--- config.mk ---
export PLATFORM = sky130hd
export DESIGN_NAME = stat_collector
export DESIGN_NICKNAME = d
export VERILOG_FILES = /design/src/verilog/stat_pkg.sv /design/src/verilog/stat_collector.sv
export SDC_FILE = /design/constraint.sdc
export NUM_CORES = 1
export LEC_CHECK = 0
export BUFFER_PORTS_ARGS = -buffer_cell sky130_fd_sc_hd__buf_4
export CAP_MARGIN = 15
export CORE_MARGIN = 1
export CORE_UTILIZATION = 62
export CTS_BUF_LIST = sky130_fd_sc_hd__clkbuf_4 sky130_fd_sc_hd__clkbuf_8 sky130_fd_sc_hd__clkbuf_16
export DETAILED_ROUTE_END_ITERATION = 10
export GPL_ROUTABILITY_DRIVEN = 1
export PLACE_DENSITY = 0.86
export RECOVER_POWER = 50
export SETUP_SLACK_MARGIN = 0.15
export SYNTH_ARGS = -nofsm -noshare
export SYNTH_HDL_FRONTEND = slang
export SYNTH_SLANG_ARGS = --single-unit
export TNS_END_PERCENT = 10
--- constraint.sdc ---
create_clock -name stat_clk -period 4.53 [get_ports stat_clk]
set_input_delay 0.906 -clock stat_clk [delete_from_list [all_inputs] [get_ports stat_clk]]
set_output_delay 0.906 -clock stat_clk [all_outputs]
set_load 0.1 [all_outputs]
--- src/verilog/stat_pkg.sv ---
// Statistics quad shared definitions
package stat_pkg;

    // Channel and statistic counts
    localparam int NUM_CH = 4;
    localparam int STAT_PER_CH = 4;

    // Record field widths
    localparam int STAT_ID_W = 8;
    localparam int STAT_VAL_W = 16;
    localparam int BYTE_INC_W = 4;

    // Flush timing and output flow control
    localparam int STAT_UPDATE_PERIOD = 64;
    localparam int CREDIT_MAX = 4;
    localparam int SYNC_STAGES = 4;

    // Derived widths
    localparam int CH_IDX_W = $clog2(NUM_CH);
    localparam int CREDIT_W = $clog2(CREDIT_MAX + 1);
    localparam int PERIOD_W = $clog2(STAT_UPDATE_PERIOD);

    // Stat index inside a channel, added to the channel ID base
    typedef enum logic [1:0] {
        STAT_TX_PKT     = 2'd0,
        STAT_RX_PKT     = 2'd1,
        STAT_RX_BAD_FCS = 2'd2,
        STAT_TX_BYTES   = 2'd3
    } stat_sel_e;

    typedef enum logic {
        COLLECT_IDLE = 1'b0,
        COLLECT_SCAN = 1'b1
    } collect_state_e;

endpackage

--- src/verilog/stat_collector.sv ---
// Per-channel statistics collector
`timescale 1ns/1ps

module stat_collector #(
    parameter int STAT_ID_BASE = 0
) (
    input  logic                           stat_clk,
    input  logic                           rst_n_sync,
    input  logic                           tx_pkt_good,
    input  logic                           rx_pkt_good,
    input  logic                           rx_err_bad_fcs,
    input  logic [stat_pkg::BYTE_INC_W-1:0] tx_byte,
    output logic                           rec_valid,
    output logic [stat_pkg::STAT_ID_W-1:0]  rec_id,
    output logic [stat_pkg::STAT_VAL_W-1:0] rec_val,
    input  logic                           rec_ready
);

    import stat_pkg::*;

    collect_state_e        state;
    stat_sel_e             sel;
    logic [PERIOD_W-1:0]   period_cnt;
    logic                  period_tick;
    logic                  xfer;
    logic                  last_sel;
    logic [STAT_VAL_W-1:0] acc [STAT_PER_CH];
    logic [STAT_VAL_W-1:0] inc [STAT_PER_CH];

    assign period_tick = (period_cnt == PERIOD_W'(STAT_UPDATE_PERIOD - 1));
    assign xfer = rec_valid && rec_ready;
    assign last_sel = (sel == STAT_TX_BYTES);

    // This cycle's increments, one per stat
    always_comb begin
        inc[STAT_TX_PKT] = STAT_VAL_W'(tx_pkt_good);
        inc[STAT_RX_PKT] = STAT_VAL_W'(rx_pkt_good);
        inc[STAT_RX_BAD_FCS] = STAT_VAL_W'(rx_err_bad_fcs);
        inc[STAT_TX_BYTES] = STAT_VAL_W'(tx_byte);
    end

    // Free-running period counter from reset release
    always_ff @(posedge stat_clk or negedge rst_n_sync) begin
        if (!rst_n_sync) begin
            period_cnt <= '0;
        end else if (period_tick) begin
            period_cnt <= '0;
        end else begin
            period_cnt <= period_cnt + 1'b1;
        end
    end

    // Reported amount leaves the accumulator, new events still land
    always_ff @(posedge stat_clk or negedge rst_n_sync) begin
        if (!rst_n_sync) begin
            for (int i = 0; i < STAT_PER_CH; i++) begin
                acc[i] <= '0;
            end
        end else begin
            for (int i = 0; i < STAT_PER_CH; i++) begin
                if (xfer && sel == stat_sel_e'(i)) begin
                    acc[i] <= acc[i] + inc[i] - rec_val;
                end else begin
                    acc[i] <= acc[i] + inc[i];
                end
            end
        end
    end

    // Scan FSM, a period tick during a scan is dropped
    always_ff @(posedge stat_clk or negedge rst_n_sync) begin
        if (!rst_n_sync) begin
            state <= COLLECT_IDLE;
            sel <= STAT_TX_PKT;
            rec_valid <= 1'b0;
        end else begin
            case (state)
                COLLECT_IDLE: begin
                    if (period_tick) begin
                        state <= COLLECT_SCAN;
                        sel <= STAT_TX_PKT;
                    end
                end
                COLLECT_SCAN: begin
                    if (rec_valid) begin
                        if (rec_ready) begin
                            rec_valid <= 1'b0;
                            if (last_sel) begin
                                state <= COLLECT_IDLE;
                            end else begin
                                sel <= stat_sel_e'(sel + 2'd1);
                            end
                        end
                    end else if (acc[sel] != '0) begin
                        rec_valid <= 1'b1;
                    end else if (last_sel) begin
                        state <= COLLECT_IDLE;
                    end else begin
                        sel <= stat_sel_e'(sel + 2'd1);
                    end
                end
                default: state <= COLLECT_IDLE;
            endcase
        end
    end

    // Record payload, captured once per nonzero stat
    always_ff @(posedge stat_clk) begin
        if (state == COLLECT_SCAN && !rec_valid && acc[sel] != '0) begin
            rec_val <= acc[sel];
            rec_id <= STAT_ID_W'(STAT_ID_BASE) + STAT_ID_W'(sel);
        end
    end

    a_rec_hold: assert property (
        @(posedge stat_clk) disable iff (!rst_n_sync)
        (rec_valid && !rec_ready) |=> (rec_valid && $stable(rec_id) && $stable(rec_val))
    );

endmodule

==> results of run 1 <==
metal layers:
layer | share of wire | routed length, µm | up-vias | track usage
met2 | 0.48 | 9080 | 263 | 0.513
met3 | 0.074 | 1380 | 28 | 0.0404
li1 | - | - | 3128 | -
met4 | 0.021 | 387 | 0 | 0.106
met1 | 0.42 | 7890 | 3169 | 0.407
met5 | 0 | 0 | - | 0
logic make-up (layout without fill, tap and decap cells):
family / Yosys count / in the layout / share of synthesized area
simple gates: 273 / 273 / 0.166
other cells: 1 / 6 / 0.000483
buf+inv: 62 / 79 / 0.0369
compound gates: 213 / 213 / 0.173
mux: 25 / 25 / 0.0637
xor+xnor: 104 / 104 / 0.117
fa+ha+maj: 80 / 80 / 0.134
flops: 92 / 92 / 0.308
state kept, by name, indices dropped and copies added (netlist names):
signal / cells
rec_id: 2
rec_valid: 1
rec_val: 16
period_cnt: 6
state: 1
acc: 64
sel: 2
worst register-to-register path: cells and delay by family (launching register included):
family | cells | cell delay (ps)
xor+xnor | 2 | 340
simple gates | 4 | 570
flops | 1 | 380
compound gates | 6 | 1380
fa+ha+maj | 3 | 950
worst paths after layout:
| check | from | endpoint | slack (ps) | cells past startpoint |
|---|---|---|---|---|
| max | tx_byte[0] | acc[14]$_DFF_PN0_ | 450 | 16 |
| min | period_cnt[4]$_DFF_PN0_ | period_cnt[4]$_DFF_PN0_ | 500 | 1 |
| max reg2reg | acc[0]$_DFF_PN0_ | acc[14]$_DFF_PN0_ | 740 | 15 |
| min reg2reg | period_cnt[4]$_DFF_PN0_ | period_cnt[4]$_DFF_PN0_ | 500 | 1 |
| max in group asynchronous | rst_n_sync | acc[14]$_DFF_PN0_ | 2270 | 1 |
| min in group asynchronous | rst_n_sync | acc[20]$_DFF_PN0_ | 1060 | 1 |
power by group through the flow:
stage          combinational, W  clock, W  sequential [W]
2_1_floorplan           0.00152         0         0.00111
3_3_place_gp            0.00176         0         0.00117
3_5_place_dp            0.00184         0         0.00118
4_1_cts                 0.00186  0.000720         0.00117
5_1_grt                 0.00211  0.000763         0.00119
6_report                0.00189  0.000721         0.00118
layout make-up:
type | count | area (µm²)
well taps | 168 | 210
flip-flops and latches | 92 | 2390
repair buffers | 33 | 208
inverters | 30 | 113
clock buffers | 12 | 254
multi-input cells | 701 | 5100
fillers | 955 | 3810
clock inverters | 4 | 25.0
stage by stage:
stage / total power, W / cell area (µm²) / std cells / hold slack [ps] / setup WS (ps)
3_3_place_gp: 0.00293 / 8060 / 1024 / 467 / 227
3_5_place_dp: 0.00302 / 8060 / 1024 / 484 / 125
2_1_floorplan: 0.00264 / 7780 / 855 / 443 / 505
4_1_cts: 0.00376 / 8340 / 1040 / 497 / 482
5_1_grt: 0.00406 / 8300 / 1040 / 523 / 248
6_report: 0.00380 / 8300 / 1040 / 497 / 448
Yosys cell counts, drive strengths merged, types with 6 or more instances:
cell type   n
o21ai      51
edfxtp     18
dfrtp      74
nand3      46
or3         6
xor2       48
a21oi      66
xnor2      56
nor2       78
o21a       14
nor4        7
inv        30
o31ai       8
nand4       9
nor2b       9
a21o       23
buf         9
ha         75
a211oi     14
mux4       16
clkbuf     23
nand2b      6
nand2      70
nor3       10
and3       21
==> impl_metrics.ini, run 1 <==
[status]
status = finished with violations
failed_checks = max-capacitance violations, max-slew violations

[sta]
rsz0062_at_grt = no
finalMaxSlewViolations = 75
clock_skew_ps = 6.09
setup_violations = 0
tightestPinTransition_ps = 1950
hold_violations = 0
fmax_mhz = 245
slew_headroom = -0.302
finalSetupTns_ps = 0
finalCriticalPeriod_ps = 4080
period_share = 0.901

[clock_network]
clkLatencyLatePin_ps = 350
clock_path_buffers = 2
post_cts_resize_count = 0
cts_root_buffer = clkbuf_16
h-tree-depth = 3
ctsHoldBuffers = 0
postCtsSetupBuffers = 0
cts_tree = yes
clk_pin_slew_worst_paths_ps = 60
cts_buffers = 9
cts.sink_count = 92

[yosys]
synth-main-ff-cell = dfrtp_1
synthCells = 850
yosysUniqueCellTypes = 64
seq_area_frac_synth = 0.308
synth_warnings = 0
synth_area_leaders = dfrtp_1, ha_1, edfxtp_1
ys_ff_latch = 92
synth_area_um2 = 7760
synthArstFlopShare = 0.804
syn_avg_cell_area_um2 = 9.13
synth_top_area_frac = 0.239
synth.largest_area_cell = dfrtp_1
synth_edf_count = 18

[power]
leakagePower_nw = 3.92
p_switching_w = 0.00157
power_density_nw_per_um2 = 457
pwr-share-comb = 0.498
p_seq_frac = 0.312
clockPowerShare = 0.190
internal-power_w = 0.00223
irDropWorstVdd_uv = 279
swShare = 0.413

[global_route]
grt_pass1_vias = 6284
antenna_found_initial = 0
grt_overflow = 0
groute.usage.overall = 0.305
grt_start_max_net_pins = 75
grt_pass1_wl_um = 30700

[layout]
area_growth_pct = 6.98
layout_commonest_cell = nor2_1
antenna_cells = 0
mostFrequentLayoutCells = nor2_1, ha_1, dfrtp_1
drive_gt1_frac = 0.0585
final_core_util = 0.685
nets = 957

[setup_path]
crit_family = compound AO/OA/AOI/OAI gates
slowest_stage = fa_1
crit_required_ps = 4720
worstPathCellList = buf_4 -> ha_1 -> fa_1 -> a21o_1 -> a21oi_1 -> or2_1 -> nor2_1 -> xor2_1 -> ha_1 -> a21oi_1 -> nor2b_1 -> a311oi_1 -> nor2b_1 -> a221oi_1 -> xor2_1 -> a21oi_1
path_buf_inv = 1
critPathMostFrequentCell = a21oi_1
worstSetupEndpointType = flop
critPathLaunchType = input port
max_stage_delay_ps = 410
path_max_fanout = 5
crit_type = in2reg
crit_arrival_ps = 4270

[drt]
via_per_inst = 6.33
drc = 0
wl_per_cell_um = 18.0
drt_first_pass_iters = 5
wirelength_um = 18700
vias = 6588
detail-route-antenna-nets = 0
drt_iter0_markers = 532

[placement]
place_hpwl_um = 14100
place_congestion = 0.898
port_buffers = 28

[floorplan]
core_area_um2 = 12100
dieArea_um2 = 13000
num_rows = 40
die_h_um = 114
ios = 35
fp.dieW_um = 114
start_util = 0.641

[hold_path]
hp-class = reg2reg

[flow_run]
drv_cap = 1
No activity file was read; power rests on OpenSTA's default activity.
==> inputs of run 2 (changes only) <==
==> constraint.sdc (replaced) <==
create_clock -name stat_clk -period 4.53 [get_ports stat_clk]
set_input_delay 1.1325 -clock stat_clk [delete_from_list [all_inputs] [get_ports stat_clk]]
set_output_delay 1.1325 -clock stat_clk [all_outputs]
set_load 0.1 [all_outputs]
==> impl_metrics.ini, run 2 (synthesis gave the netlist of run 1 again) <==
[placement]
postPlaceCellArea_um2 = 8100
place_hpwl_um = 13700
dp_cells = 1029
place_congestion = 0.922
port_buffers = 28

[clock_network]
h-tree-depth = 3
cts_buffers = 9
clk_pin_slew_worst_paths_ps = 70
clock_path_buffers = 2
cts_tree = yes
postCtsSetupBuffers = 0
cts_root_buffer = clkbuf_16
cts.sink_count = 92
post_cts_resize_count = 0
ctsHoldBuffers = 0
clkLatencyLatePin_ps = 350

[layout]
area_growth_pct = 8.72
largest_reg_flops = 64
multi_input_area_um2 = 5100
final_core_util = 0.696
finish.instance_area_um2 = 8440
final_cells = 1045
mostFrequentLayoutCells = nor2_1, ha_1, dfrtp_1
drive_gt1_frac = 0.0730
layout_commonest_cell = nor2_1
seqCellArea_um2 = 2390
fillers = 869
antenna_cells = 0
top_register = acc
nets = 962
reg.largest.list = acc (64), rec_val (16), period_cnt (6)

[sta]
hold_violations = 0
tightestPinTransition_ps = 1950
period_share = 0.920
clock_skew_ps = 9.11
finalMaxSlewViolations = 75
slew_headroom = -0.302
finalCriticalPeriod_ps = 4170
fmax_mhz = 240
finalSetupTns_ps = 0
setup_violations = 0
rsz0062_at_grt = no

[setup_path]
worstPathCellList = buf_4 -> ha_1 -> fa_1 -> a21o_1 -> a21oi_1 -> or2_1 -> xnor2_1 -> ha_1 -> o21a_1 -> o211a_1 -> a311oi_1 -> nor2b_1 -> a221oi_1 -> xor2_1 -> a21oi_1
path_max_fanout = 3
crit_family = compound AO/OA/AOI/OAI gates
crit_type = in2reg
worstSetupEndpointType = flop
critPathLaunchType = input port
crit_arrival_ps = 4350
crit_required_ps = 4710
max_stage_delay_ps = 410
slowest_stage = fa_1
path_buf_inv = 1

[drt]
drc = 0
drt_first_pass_iters = 7
wl_per_cell_um = 17.3
wirelength_um = 18100
detail-route-antenna-nets = 0
vias = 6475
via_per_inst = 6.20
drt_iter0_markers = 501

[global_route]
grt_overflow = 0
grt_pass1_wl_um = 29800
grt_start_max_net_pins = 75
grt_pass1_vias = 6336
groute.usage.overall = 0.296
antenna_found_initial = 0

[floorplan]
ios = 35
start_util = 0.641
num_rows = 40
fp.dieW_um = 114
dieArea_um2 = 13000
core_area_um2 = 12100
die_h_um = 114

[hold_path]
hp-class = reg2reg

[status]
status = finished with violations
failed_checks = max-capacitance violations, max-slew violations

[flow_run]
drv_cap = 1

[power]
power_w = 0.00393
irDropWorstVdd_uv = 223
power_density_nw_per_um2 = 465
leakagePower_nw = 3.99
==> run 2: worst register-to-register path: stages (launching register included) <==
cell and delay (ps):
dfrtp_1 400, ha_1 220, fa_1 410, a21o_1 180, a21oi_1 200, or2_1 200, xnor2_1 170, ha_1 290
o21a_1 130, o211a_1 240, a311oi_1 350, nor2b_1 120, a221oi_1 340, xor2_1 180, a21oi_1 90
==> run 2: power by group <==
part	internal, W	switching, W
Combinational	0.000850	0.00101
Sequential	0.000990	0.000185
Clock	0.000555	0.000332
==> run 2: path summary, 6_finish.rpt <==
| check | start | to | slack (ps) | depth (start not counted) |
|---|---|---|---|---|
| max in group asynchronous | rst_n_sync | acc[47]$_DFF_PN0_ | 2050 | 1 |
| worst min register to register | period_cnt[5]$_DFF_PN0_ | period_cnt[5]$_DFF_PN0_ | 480 | 1 |
| worst max-delay path | tx_byte[0] | acc[14]$_DFF_PN0_ | 360 | 15 |
| worst min-delay path | period_cnt[5]$_DFF_PN0_ | period_cnt[5]$_DFF_PN0_ | 480 | 1 |
| min in group asynchronous | rst_n_sync | acc[19]$_DFF_PN0_ | 1310 | 1 |
| worst max register to register | acc[0]$_DFF_PN0_ | acc[14]$_DFF_PN0_ | 860 | 14 |
==> run 2: final cells by class <==
class / instances / share of cell area
multi-input combinational: 701 / 0.604
sequential: 92 / 0.284
timing repair buffer: 38 / 0.0322
clock buffer: 10 / 0.0283
tap: 168 / 0.0249
inverter: 30 / 0.0133
clock inverter: 6 / 0.0132
==> run 2: layer usage <==
metal	global-route usage	wire (µm)	vias up
li1	-	-	3129
met1	0.387	7890	3095
met2	0.508	8730	216
met3	0.0377	1090	35
met4	0.106	412	0
met5	0	0	-
==> run 2: metrics by stage <==
step	hold WS (ps)	worst slack, ps
2_1_floorplan	443	279
6_report	482	363
5_1_grt	504	193
4_1_cts	489	368
3_3_place_gp	465	94.7
3_5_place_dp	478	9.38
